===== config.mk =====
export PLATFORM = sky130hd
export DESIGN_NAME = tx_mac_engine
export DESIGN_NICKNAME = d
export VERILOG_FILES = /design/src/tx_pkg.sv /design/src/tx_scheduler_rr.sv /design/src/tx_macproc.sv /design/src/tx_wr_arbiter.sv /design/src/tx_mac_engine.sv
export SDC_FILE = /design/constraint.sdc
export NUM_CORES = 1
export LEC_CHECK = 0
export BUFFER_PORTS_ARGS = -buffer_cell sky130_fd_sc_hd__buf_2
export CORE_AREA = 2 2 286 288
export CTS_CLUSTER_SIZE = 10
export DETAILED_ROUTE_END_ITERATION = 10
export DIE_AREA = 0 0 288 290
export HOLD_SLACK_MARGIN = 0.08
export PLACE_DENSITY_LB_ADDON = 0.08
export SKIP_LAST_GASP = 1
export SLEW_MARGIN = 15
export SYNTH_ARGS = -nofsm -noshare
export SYNTH_HDL_FRONTEND = slang
export SYNTH_HIERARCHICAL = 1
export SYNTH_SLANG_ARGS = --single-unit
export TNS_END_PERCENT = 50

===== constraint.sdc =====
create_clock -name clk -period 9.05 [get_ports clk]
set_input_delay 0.905 -clock clk [delete_from_list [all_inputs] [get_ports clk]]
set_output_delay 0.905 -clock clk [all_outputs]
set_load 0.01 [all_outputs]

===== src/tx_pkg.sv =====
package tx_pkg;

  // ********************
  // sizes
  // ********************

  localparam int QUEUE_NUM   = 8;
  localparam int QNUM_W      = $clog2(QUEUE_NUM);
  localparam int QINDEX_W    = 16;
  localparam int FRAME_LEN_W = 16;
  localparam int DMA_ADDR_W  = 32;
  localparam int MSIX_MSG_W  = 32;
  localparam int DATA_BYTES  = 8;
  localparam int DMA_DATA_W  = DATA_BYTES * 8;
  localparam int BYTE_SEL_W  = $clog2(DATA_BYTES);
  localparam int BYTE_CNT_W  = 16;
  localparam int DMA_HEAD_W  = DMA_ADDR_W + BYTE_CNT_W;
  localparam int STAT_CNT_W  = 32;

  typedef logic [QNUM_W-1:0]      qnum_t;
  typedef logic [QINDEX_W-1:0]    qindex_t;
  typedef logic [FRAME_LEN_W-1:0] frame_len_t;
  typedef logic [DMA_ADDR_W-1:0]  dma_addr_t;
  typedef logic [MSIX_MSG_W-1:0]  msix_msg_t;
  typedef logic [DMA_DATA_W-1:0]  dma_data_t;
  typedef logic [DATA_BYTES-1:0]  keep_t;
  typedef logic [BYTE_CNT_W-1:0]  byte_cnt_t;
  // address in 47:16, byte count in 15:0
  typedef logic [DMA_HEAD_W-1:0]  dma_head_t;
  typedef logic [STAT_CNT_W-1:0]  stat_cnt_t;

  // byte counts of the two write records
  localparam byte_cnt_t CPL_BYTES = 16'd8;
  localparam byte_cnt_t IRQ_BYTES = 16'd4;
  localparam keep_t     KEEP_ALL  = '1;

  // ********************
  // structs
  // ********************

  typedef struct packed {
    qnum_t      qnum;
    qindex_t    qindex;
    frame_len_t frame_len;
    dma_addr_t  frame_addr;
    dma_addr_t  cpl_addr;
    msix_msg_t  msix_msg;
    dma_addr_t  msix_addr;
  } tx_desc_t;

  typedef struct packed {
    dma_data_t data;
    dma_head_t head;
    logic      last;
  } dma_beat_t;

  typedef struct packed {
    dma_data_t data;
    keep_t     keep;
    logic      last;
    logic      start;
  } mac_beat_t;

  typedef enum logic [2:0] {
    st_idle,
    st_rd_req,
    st_stream,
    st_wr_back,
    st_finish
  } proc_state_t;

endpackage


===== src/tx_scheduler_rr.sv =====
`timescale 1ns/1ps

module tx_scheduler_rr (
  input  logic          clk,
  input  logic          reset,
  input  logic          start_sche,
  input  logic          tx_doorbell_valid,
  input  tx_pkg::qnum_t tx_doorbell_queue,
  output tx_pkg::qnum_t desc_req_qnum,
  output logic          desc_req_valid,
  input  logic          desc_req_ready
);

  logic [tx_pkg::QUEUE_NUM-1:0] pending;
  tx_pkg::qnum_t                last_served;
  tx_pkg::qnum_t                next_qnum;
  logic                         next_found;
  logic                         req_fire;

  assign req_fire = desc_req_valid && desc_req_ready;

  // search upward from the queue after the last one served
  always_comb begin
    tx_pkg::qnum_t idx;
    idx        = last_served;
    next_found = 1'b0;
    next_qnum  = '0;
    for (int i = 1; i <= tx_pkg::QUEUE_NUM; i++) begin
      idx = last_served + tx_pkg::qnum_t'(i);
      if (!next_found && pending[idx]) begin
        next_found = 1'b1;
        next_qnum  = idx;
      end
    end
  end

  // a doorbell wins over the clear and a repeated doorbell merges
  always_ff @(posedge clk) begin
    if (reset) begin
      pending <= '0;
    end else begin
      if (req_fire) pending[desc_req_qnum] <= 1'b0;
      if (tx_doorbell_valid) pending[tx_doorbell_queue] <= 1'b1;
    end
  end

  // queue 0 goes first after reset
  always_ff @(posedge clk) begin
    if (reset) begin
      desc_req_valid <= 1'b0;
      last_served    <= tx_pkg::qnum_t'(tx_pkg::QUEUE_NUM - 1);
    end else if (req_fire) begin
      desc_req_valid <= 1'b0;
      last_served    <= desc_req_qnum;
    end else if (!desc_req_valid && start_sche && next_found) begin
      desc_req_valid <= 1'b1;
    end
  end

  always_ff @(posedge clk) begin
    if (!desc_req_valid) desc_req_qnum <= next_qnum;
  end

endmodule


===== src/tx_macproc.sv =====
`timescale 1ns/1ps

module tx_macproc (
  input  logic                 clk,
  input  logic                 reset,
  input  logic                 msix_enable,
  // descriptor response
  input  tx_pkg::tx_desc_t     desc,
  input  logic                 desc_valid,
  output logic                 desc_ready,
  // dma read
  output tx_pkg::dma_beat_t    frame_req,
  output logic                 frame_req_valid,
  input  logic                 frame_req_ready,
  input  tx_pkg::dma_beat_t    frame_rsp,
  input  logic                 frame_rsp_valid,
  output logic                 frame_rsp_ready,
  // mac transmit
  output tx_pkg::mac_beat_t    mac_tx,
  output logic                 mac_tx_valid,
  input  logic                 mac_tx_ready,
  // completion and interrupt writes
  output tx_pkg::dma_beat_t    cpl_wr,
  output logic                 cpl_wr_valid,
  input  logic                 cpl_wr_ready,
  output tx_pkg::dma_beat_t    irq_wr,
  output logic                 irq_wr_valid,
  input  logic                 irq_wr_ready,
  // finish report to queue manager
  output tx_pkg::qnum_t        cpl_finish_qnum,
  output logic                 cpl_finish_valid,
  input  logic                 cpl_finish_ready,
  output tx_pkg::stat_cnt_t    rec_cnt,
  output tx_pkg::stat_cnt_t    xmit_cnt,
  output tx_pkg::stat_cnt_t    cpl_cnt,
  output tx_pkg::stat_cnt_t    msix_cnt
);

  tx_pkg::proc_state_t           state;
  tx_pkg::tx_desc_t              desc_q;
  logic                          first_beat;
  logic                          cpl_done;
  logic                          irq_done;
  logic [tx_pkg::BYTE_SEL_W-1:0] tail_bytes;
  tx_pkg::keep_t                 last_keep;
  logic                          desc_fire;
  logic                          req_fire;
  logic                          beat_fire;
  logic                          cpl_fire;
  logic                          irq_fire;
  logic                          finish_fire;

  assign desc_fire   = desc_valid && desc_ready;
  assign req_fire    = frame_req_valid && frame_req_ready;
  assign beat_fire   = mac_tx_valid && mac_tx_ready;
  assign cpl_fire    = cpl_wr_valid && cpl_wr_ready;
  assign irq_fire    = irq_wr_valid && irq_wr_ready;
  assign finish_fire = cpl_finish_valid && cpl_finish_ready;

  // ********************
  // dma read request
  // ********************

  assign desc_ready      = (state == tx_pkg::st_idle);
  assign frame_req_valid = (state == tx_pkg::st_rd_req);
  assign frame_req.data  = '0;
  assign frame_req.head  = {desc_q.frame_addr, desc_q.frame_len};
  assign frame_req.last  = 1'b1;

  // ********************
  // response to mac
  // ********************

  // only the tail beat can be partial
  assign tail_bytes = desc_q.frame_len[tx_pkg::BYTE_SEL_W-1:0];
  assign last_keep  = (tail_bytes == '0) ? tx_pkg::KEEP_ALL : ~(tx_pkg::KEEP_ALL << tail_bytes);

  assign mac_tx_valid    = (state == tx_pkg::st_stream) && frame_rsp_valid;
  assign frame_rsp_ready = (state == tx_pkg::st_stream) && mac_tx_ready;
  assign mac_tx.data     = frame_rsp.data;
  assign mac_tx.keep     = frame_rsp.last ? last_keep : tx_pkg::KEEP_ALL;
  assign mac_tx.last     = frame_rsp.last;
  assign mac_tx.start    = first_beat;

  // ********************
  // write back
  // ********************

  assign cpl_wr_valid = (state == tx_pkg::st_wr_back) && !cpl_done;
  assign cpl_wr.data  = {16'h0, desc_q.frame_len, desc_q.qindex, 13'h0, desc_q.qnum};
  assign cpl_wr.head  = {desc_q.cpl_addr, tx_pkg::CPL_BYTES};
  assign cpl_wr.last  = 1'b1;

  assign irq_wr_valid = (state == tx_pkg::st_wr_back) && !irq_done;
  assign irq_wr.data  = {32'h0, desc_q.msix_msg};
  assign irq_wr.head  = {desc_q.msix_addr, tx_pkg::IRQ_BYTES};
  assign irq_wr.last  = 1'b1;

  assign cpl_finish_valid = (state == tx_pkg::st_finish);
  assign cpl_finish_qnum  = desc_q.qnum;

  always_ff @(posedge clk) begin
    if (desc_fire) desc_q <= desc;
  end

  always_ff @(posedge clk) begin
    if (reset) begin
      state      <= tx_pkg::st_idle;
      first_beat <= 1'b0;
      cpl_done   <= 1'b0;
      irq_done   <= 1'b0;
    end else begin
      case (state)
        tx_pkg::st_idle: begin
          if (desc_fire) state <= tx_pkg::st_rd_req;
        end
        tx_pkg::st_rd_req: begin
          if (req_fire) begin
            state      <= tx_pkg::st_stream;
            first_beat <= 1'b1;
          end
        end
        tx_pkg::st_stream: begin
          if (beat_fire) begin
            first_beat <= 1'b0;
            if (frame_rsp.last) begin
              state    <= tx_pkg::st_wr_back;
              cpl_done <= 1'b0;
              // no interrupt owed when msix is off
              irq_done <= !msix_enable;
            end
          end
        end
        tx_pkg::st_wr_back: begin
          if (cpl_fire) cpl_done <= 1'b1;
          if (irq_fire) irq_done <= 1'b1;
          if ((cpl_done || cpl_fire) && (irq_done || irq_fire)) state <= tx_pkg::st_finish;
        end
        tx_pkg::st_finish: begin
          if (finish_fire) state <= tx_pkg::st_idle;
        end
        default: state <= tx_pkg::st_idle;
      endcase
    end
  end

  // statistics
  always_ff @(posedge clk) begin
    if (reset) begin
      rec_cnt  <= '0;
      xmit_cnt <= '0;
      cpl_cnt  <= '0;
      msix_cnt <= '0;
    end else begin
      if (desc_fire) rec_cnt <= rec_cnt + 1'b1;
      if (beat_fire && frame_rsp.last) xmit_cnt <= xmit_cnt + 1'b1;
      if (cpl_fire) cpl_cnt <= cpl_cnt + 1'b1;
      if (irq_fire) msix_cnt <= msix_cnt + 1'b1;
    end
  end

endmodule


===== src/tx_wr_arbiter.sv =====
`timescale 1ns/1ps

module tx_wr_arbiter (
  input  logic              clk,
  input  logic              reset,
  input  tx_pkg::dma_beat_t cpl_wr,
  input  logic              cpl_wr_valid,
  output logic              cpl_wr_ready,
  input  tx_pkg::dma_beat_t irq_wr,
  input  logic              irq_wr_valid,
  output logic              irq_wr_ready,
  output tx_pkg::dma_beat_t dma_wr,
  output logic              dma_wr_valid,
  input  logic              dma_wr_ready
);

  logic              last_irq;
  logic              locked;
  logic              sel_irq;
  logic              in_valid;
  logic              can_load;
  tx_pkg::dma_beat_t in_beat;

  // inside a packet the last winner keeps the grant
  always_comb begin
    if (locked) begin
      sel_irq = last_irq;
    end else if (cpl_wr_valid && irq_wr_valid) begin
      sel_irq = !last_irq;
    end else begin
      sel_irq = irq_wr_valid;
    end
  end

  assign in_valid     = sel_irq ? irq_wr_valid : cpl_wr_valid;
  assign in_beat      = sel_irq ? irq_wr : cpl_wr;
  // output register is empty or drains this cycle
  assign can_load     = !dma_wr_valid || dma_wr_ready;
  assign cpl_wr_ready = can_load && !sel_irq;
  assign irq_wr_ready = can_load && sel_irq;

  // last_irq starts set so completion wins the first tie
  always_ff @(posedge clk) begin
    if (reset) begin
      dma_wr_valid <= 1'b0;
      last_irq     <= 1'b1;
      locked       <= 1'b0;
    end else if (can_load) begin
      dma_wr_valid <= in_valid;
      if (in_valid) begin
        last_irq <= sel_irq;
        locked   <= !in_beat.last;
      end
    end
  end

  always_ff @(posedge clk) begin
    if (can_load && in_valid) dma_wr <= in_beat;
  end

endmodule


===== src/tx_mac_engine.sv =====
`timescale 1ns/1ps

module tx_mac_engine (
  input  logic              clk,
  input  logic              reset,
  input  logic              start_sche,
  input  logic              msix_enable,
  // doorbell from host
  input  logic              tx_doorbell_valid,
  input  tx_pkg::qnum_t     tx_doorbell_queue,
  // descriptor provider
  output tx_pkg::qnum_t     desc_req_qnum,
  output logic              desc_req_valid,
  input  logic              desc_req_ready,
  input  tx_pkg::tx_desc_t  desc,
  input  logic              desc_valid,
  output logic              desc_ready,
  // dma read
  output tx_pkg::dma_beat_t frame_req,
  output logic              frame_req_valid,
  input  logic              frame_req_ready,
  input  tx_pkg::dma_beat_t frame_rsp,
  input  logic              frame_rsp_valid,
  output logic              frame_rsp_ready,
  // mac
  output tx_pkg::mac_beat_t mac_tx,
  output logic              mac_tx_valid,
  input  logic              mac_tx_ready,
  // merged dma write
  output tx_pkg::dma_beat_t dma_wr,
  output logic              dma_wr_valid,
  input  logic              dma_wr_ready,
  // queue manager
  output tx_pkg::qnum_t     cpl_finish_qnum,
  output logic              cpl_finish_valid,
  input  logic              cpl_finish_ready,
  output tx_pkg::stat_cnt_t rec_cnt,
  output tx_pkg::stat_cnt_t xmit_cnt,
  output tx_pkg::stat_cnt_t cpl_cnt,
  output tx_pkg::stat_cnt_t msix_cnt
);

  // ********************
  // internal write streams
  // ********************

  tx_pkg::dma_beat_t cpl_wr;
  logic              cpl_wr_valid;
  logic              cpl_wr_ready;
  tx_pkg::dma_beat_t irq_wr;
  logic              irq_wr_valid;
  logic              irq_wr_ready;

  tx_scheduler_rr i_tx_scheduler_rr (
    .clk               (clk),
    .reset             (reset),
    .start_sche        (start_sche),
    .tx_doorbell_valid (tx_doorbell_valid),
    .tx_doorbell_queue (tx_doorbell_queue),
    .desc_req_qnum     (desc_req_qnum),
    .desc_req_valid    (desc_req_valid),
    .desc_req_ready    (desc_req_ready)
  );

  tx_macproc i_tx_macproc (
    .clk              (clk),
    .reset            (reset),
    .msix_enable      (msix_enable),
    .desc             (desc),
    .desc_valid       (desc_valid),
    .desc_ready       (desc_ready),
    .frame_req        (frame_req),
    .frame_req_valid  (frame_req_valid),
    .frame_req_ready  (frame_req_ready),
    .frame_rsp        (frame_rsp),
    .frame_rsp_valid  (frame_rsp_valid),
    .frame_rsp_ready  (frame_rsp_ready),
    .mac_tx           (mac_tx),
    .mac_tx_valid     (mac_tx_valid),
    .mac_tx_ready     (mac_tx_ready),
    .cpl_wr           (cpl_wr),
    .cpl_wr_valid     (cpl_wr_valid),
    .cpl_wr_ready     (cpl_wr_ready),
    .irq_wr           (irq_wr),
    .irq_wr_valid     (irq_wr_valid),
    .irq_wr_ready     (irq_wr_ready),
    .cpl_finish_qnum  (cpl_finish_qnum),
    .cpl_finish_valid (cpl_finish_valid),
    .cpl_finish_ready (cpl_finish_ready),
    .rec_cnt          (rec_cnt),
    .xmit_cnt         (xmit_cnt),
    .cpl_cnt          (cpl_cnt),
    .msix_cnt         (msix_cnt)
  );

  tx_wr_arbiter i_tx_wr_arbiter (
    .clk          (clk),
    .reset        (reset),
    .cpl_wr       (cpl_wr),
    .cpl_wr_valid (cpl_wr_valid),
    .cpl_wr_ready (cpl_wr_ready),
    .irq_wr       (irq_wr),
    .irq_wr_valid (irq_wr_valid),
    .irq_wr_ready (irq_wr_ready),
    .dma_wr       (dma_wr),
    .dma_wr_valid (dma_wr_valid),
    .dma_wr_ready (dma_wr_ready)
  );

endmodule


## After elaboration in Yosys (flattened, before gate mapping)

Index checks and enable logic that the tools add are counted.

- Bits in registers: 428
- Input bits: 291

- $add $sub $neg: 11
- Magnitude comparators: 12
- Equality and inequality tests: 12
- Shift operators: 1
- Muxes and demuxes: 63
- Bitwise gates (word level): 4
- Reduce and logical (&&, ||, !) cells: 56

Operator list:

| cell | number |
|---|---|
| adder 32 x 1 -> 32 bit, second input constant | 4 |
| two-way mux 81 bit | 1 |
| two-way mux 3 bit | 14 |
| < comparator 3 x 4 -> 1 bit, second input constant | 10 |
| two-way mux 8 bit | 5 |
| two-way mux 1 bit | 29 |
| logical AND 1 bit | 28 |
| binary-select mux 1 bit (select 3 bit) | 8 |
| NOT 8 bit | 2 |
| zero test 1 bit | 15 |
| one-hot mux 3 bit (5 select lines) | 1 |
| adder 3 bit, second input constant | 4 |
| != test 2 bit, second input constant | 5 |
| AND 8 bit | 1 |
| OR 8 bit | 1 |
| AND reduction 4 bit | 2 |
| << shifter 8 x 3 -> 8 bit, first input constant | 1 |
| adder 3 x 2 -> 3 bit, second input constant | 2 |
| demux 1 bit (select 3 bit) | 2 |
| equality test 3 x 2 -> 1 bit, second input constant | 2 |
| >= comparator 3 x 1 -> 1 bit, second input constant | 2 |
| zero test 3 bit | 2 |
| != test 2 x 1 -> 1 bit, second input constant | 3 |
| one-hot mux 1 bit (2 select lines) | 3 |
| 9 further kinds | 12 |

## Logic depth before layout (Yosys ltp)

- Depth in word-level cells: 26
- Mapped depth: 15
- Mapped depth without buffers: 10

## Hierarchy

Netlist, hierarchy kept.

By module, submodules not included:

| module | instances | cells each | area an instance (um^2) |
|---|---|---|---|
| tx_macproc | 1 | 1166 | 13053.8 |
| tx_wr_arbiter | 1 | 258 | 4939.7 |
| tx_scheduler_rr | 1 | 183 | 1572.8 |

## Least setup slack after synthesis

OpenSTA, ideal clock, no wires.

- Kind: register to register
- Start point: register i_tx_macproc.state[2]
- End point: register i_tx_wr_arbiter/dma_wr[0] (netlist name)
- Arrival time: 3.706 ns
- Required time: 8.584 ns
- Path slack: 4.878 ns
- Cell stages (with the launch flop): 8
- Buffers on the path: 2
- Cell sequence: dfxtp_1 -> buf_2 -> nand3b_1 -> clkbuf_1 -> nor2_1 -> mux2i_1 -> a211o_1 -> inv_1

- Word-level cells in the longest chain between the ends: 7
- Elaborated cells between the ends (all ways): 8
- Classes of those cells: eq/ne (1); mux (3); reduce/logical (4)

RTL lines:

| element | line | RTL |
|---|---|---|
| start, declared | tx_macproc.sv:39 | `tx_pkg::proc_state_t state;` |
| start signal, assigned | tx_macproc.sv:108 | `state <= tx_pkg::st_idle;` |
| start signal, assigned | tx_macproc.sv:115 | `if (desc_fire) state <= tx_pkg::st_rd_req;` |
| start signal, assigned | tx_macproc.sv:119 | `state <= tx_pkg::st_stream;` |
| equality test 3 x 2 -> 1 bit (*) | tx_macproc.sv:94 | `assign irq_wr_valid = (state == tx_pkg::st_wr_back) && !irq_done;` |
| logical AND 1 bit (*) | tx_macproc.sv:94 |  |
| net irq_wr_valid | tx_mac_engine.sv:51 | `logic irq_wr_valid;` |
| logical AND 1 bit | tx_wr_arbiter.sv:28 | `end else if (cpl_wr_valid && irq_wr_valid) begin` |
| two-way mux 1 bit | tx_wr_arbiter.sv:28 |  |
| two-way mux 1 bit | tx_wr_arbiter.sv:26 | `if (locked) begin` |
| two-way mux 1 bit (*) | tx_wr_arbiter.sv:35 | `assign in_valid = sel_irq ? irq_wr_valid : cpl_wr_valid;` |
| logical AND 1 bit (*) | tx_wr_arbiter.sv:58 | `if (can_load && in_valid) dma_wr <= in_beat;` |

The timed path passes the listed nets; every way through them passes the cells marked *.
A chain may end at the register's enable or synchronous reset.

## Worst setup path after layout

- Start point: register i_tx_macproc.state[0]
- End point: register i_tx_wr_arbiter/dma_wr[81] (netlist name)

- Word-level cells in the longest chain between the ends: 7
- Elaborated cells between the ends (all ways): 8
- Classes of those cells: eq/ne (1); mux (3); reduce/logical (4)

RTL lines:

| element | line | RTL |
|---|---|---|
| equality test 3 x 2 -> 1 bit (*) | tx_macproc.sv:89 | `assign cpl_wr_valid = (state == tx_pkg::st_wr_back) && !cpl_done;` |
| logical AND 1 bit (*) | tx_macproc.sv:89 |  |
| net cpl_wr_valid | tx_mac_engine.sv:48 | `logic cpl_wr_valid;` |
| logical AND 1 bit | tx_wr_arbiter.sv:28 |  |
| two-way mux 1 bit | tx_wr_arbiter.sv:28 |  |
| two-way mux 1 bit | tx_wr_arbiter.sv:26 |  |
| two-way mux 1 bit (*) | tx_wr_arbiter.sv:35 |  |
| logical AND 1 bit (*) | tx_wr_arbiter.sv:58 |  |

Marks and branches as above.

==> run summary <==
Design area = 0.0236 sq mm
Total CTS buffers = 54
Top cell type's share of synthesized area = 42.8%
Avg WL per Cell = 18.3 um
RePlAce Congestion = 0.769
Final period utilization = 46.6%
Core box area = 0.0802 sq mm
PD cells = 199 mW/mm^2
Fin crit period = 4220 ps
CTS tree = built
Vias per cell = 4.14
Crit-path most repeated cell = buf_4
CP Data Arrival Time = 4440 ps
DRT antenna net count = 0
Max frequency = 0.237 GHz
Sink Count = 428
TritonRoute pass-1 iters = 4
Share of cells above drive strength 1 = 32.2%
Post-CTS Setup Repair Bufs = 0
Share of flip-flops with an asynchronous set or reset = 0%
Layout Nets = 2327
Die area = 0.0835 sq mm
CP Class = reg2reg
Synth cell count leaders = edfxtp_1, buf_4, dfxtp_1
Relative slew slack = 27.1%
DRC = 0
DIE WIDTH = 288 um
Crit-path max FO = 51
Hold Vio Cnt, Final = 0
Seq/Total Area, Yosys = 58.1%
Largest net degree at the start of global routing = 111
I/O Pins = 732
Total GRT Usage = 13.2%
Filler instances = 8437
Setup-failing EPs final = 0
Post-synth EDFFs = 279
CP cell instances = nand3b_1 -> nor2_1 -> mux2i_1 -> a211o_1 -> inv_4 -> buf_4 -> buf_4
Status = finished, final reports clean
Die Ht = 290 um
GRT overflow = 0
Met2 Track Usage GR = 21.4%
Clk_skew = 20.7 ps
Number of global-route vias before repair = 12997
Synth top area cells = edfxtp_1, dfxtp_1, buf_4, mux2_2, mux2_1
Synth area leader = edfxtp_1
Setup crit end kind = flip-flop
Startpoint Class = flip-flop
Seq cells post-synth = 428
GRT met3 Usage = 6.07%
Cells after synthesis = 1607
Max cap viols = 0
H-tree levels = 2
Tightest Pin Transition = 1090 ps
Standard-cell row count = 104
Worst vdd ir = 0.000145 V
Warnings from Yosys = 6
Avg Cell Area, Syn = 12.2 sq um
Post-CTS Resized = 0
Vias = 12951
CTS max path bufs = 3
Clk_lat worst skew = 610 ps
Synth cell types = 77
Pins over their slew limit = 0
Root Driver = clkbuf_16
Hold Crit Class = in2reg
Slowest-stage cell, CP = buf_4
Crit-path max cell delay = 690 ps
RSZ-0062 raised after global routing = no
Top Usage Layer GRT = met2
Worst Path Required = 9280 ps
Setup TNS = 0 ps
Syn-to-layout area delta = 20.5%
Clock transition at the registers of the reported paths = 60 ps
Initial DRC count = 522
Port bufs = 489
Most used DFF post-synth = edfxtp_1
Starting Density = 24.4%
First-pass GRT wire length = 84.0 mm
Post-layout util = 29.4%
Met1 usage = 15.6%
Mapped Area = 0.0196 sq mm
Post-Route WL = 57.1 mm
Antenna violations before repair = 5
Hold Buf Count CTS = 0
Detailed Place HPWL = 40.9 mm
Most frequent cell after synthesis = edfxtp_1
DP Area = 0.0220 sq mm
LEAKAGE = 9.26 nW
[path summary, 6_finish.rpt]
path,start,end,slack (ps),cells after the start
max,i_tx_macproc/state[0]$_SDFFE_PP0P_,i_tx_wr_arbiter/dma_wr[81]$_DFFE_PP_,4830,7
min,desc[96],i_tx_macproc/frame_req[17]$_DFFE_PP_,460,1
max reg2reg,i_tx_macproc/state[0]$_SDFFE_PP0P_,i_tx_wr_arbiter/dma_wr[81]$_DFFE_PP_,4830,7
min reg2reg,i_tx_scheduler_rr/last_served[2]$_SDFFE_PP1P_,i_tx_scheduler_rr/last_served[2]$_SDFFE_PP1P_,470,1
[through the flow]
step           hold slack, ps  std cells  total power [W]  setup slack (ps)
2_1_floorplan             466       1766          0.00265              4880
3_3_place_gp              449       3032          0.00273              4790
3_5_place_dp              461       3032          0.00274              4760
4_1_cts                   409       3124          0.00480              4700
5_1_grt                   416       3125          0.00492              4420
6_report                  463       3125          0.00470              4830
[report_power, final]
group / switching [W] / internal (W) / total [W]
sequential: 0.0000462 / 0.00220 / 0.00225
combinational: 0.000265 / 0.000172 / 0.000438
clock: 0.000860 / 0.00115 / 0.00201
total: 0.00117 / 0.00353 / 0.00470
[worst max-delay path, delay by kind of cell (launching register included)]
kind	cells	cell delay (ps)
flip-flops	1	570
AO/OA/AOI/OAI	1	380
AND/OR/NAND/NOR	2	1010
buffers and inverters	3	1590
multiplexers	1	120
[state kept, by name, indices dropped and copies added, names as in the netlist]
register,count
i_tx_macproc/irq_wr,64
i_tx_macproc/cpl_cnt,32
i_tx_scheduler_rr/desc_req_qnum,3
i_tx_macproc/cpl_finish_qnum,3
i_tx_macproc/cpl_done,1
i_tx_macproc/first_beat,1
i_tx_macproc/irq_done,1
i_tx_macproc/state,3
i_tx_wr_arbiter/dma_wr_valid,1
i_tx_macproc/xmit_cnt,32
i_tx_wr_arbiter/dma_wr,113
i_tx_scheduler_rr/last_served,3
i_tx_macproc/rec_cnt,32
i_tx_scheduler_rr/desc_req_valid,1
i_tx_macproc/cpl_wr,64
i_tx_macproc/msix_cnt,32
i_tx_scheduler_rr/pending,8
i_tx_wr_arbiter/locked,1
i_tx_macproc/frame_req,32
i_tx_wr_arbiter/last_irq,1
[per-layer routing]
metal	share of wire, %	vias to the layer above
li1	-	6215
met1	41	6266
met2	47	378
met3	10	84
met4	1.9	8
met5	0.095	-
[cell usage in the layout, fill, tap and decap left out, types with 5 or more instances in the layout]
cell type	instances
buf_2	488
edfxtp_1	279
conb_1	161
dfxtp_1	149
nor2_1	140
nand2_1	72
mux2_2	66
xor2_1	59
mux2_1	58
clkbuf_16	54
nand4_1	52
nand3_1	48
a21oi_1	48
xnor2_1	41
o21ai_0	32
inv_1	30
nor3_1	29
clkbuf_1	21
or3_1	20
and3_1	18
nor4_1	14
mux2i_1	13
buf_4	12
and4_1	11
nor2b_1	9
and2_1	8
ha_1	8
nand2b_1	7
o211ai_1	6
o31ai_1	6
mux4_2	6
nor3b_1	5
nand3b_1	5
[cell type report]
type | count | area [sq um] | share of cell area (%)
multi-input cells | 1011 | 6590 | 28.0
flip-flops and latches | 428 | 11400 | 48.2
well taps | 1060 | 1330 | 5.63
clock buffers | 78 | 1470 | 6.24
clock inverters | 14 | 141 | 0.600
diodes | 1 | 2.50 | 0.0106
inverters | 32 | 128 | 0.541
repair buffers | 501 | 2550 | 10.8
[cells by family (layout without fill, tap and decap cells)]
family	Yosys count	in the layout	share of synthesized area, %
flip-flops	428	428	58.1
XOR/XNOR	103	103	4.84
other	2	162	0.0384
AND/OR/NAND/NOR	465	465	12.3
AO/OA/AOI/OAI	128	128	4.00
multiplexers	146	146	8.77
buffers and inverters	327	625	11.5
adder cells (fa/ha/maj)	8	8	0.512
(Power assumes the default switching activity.)
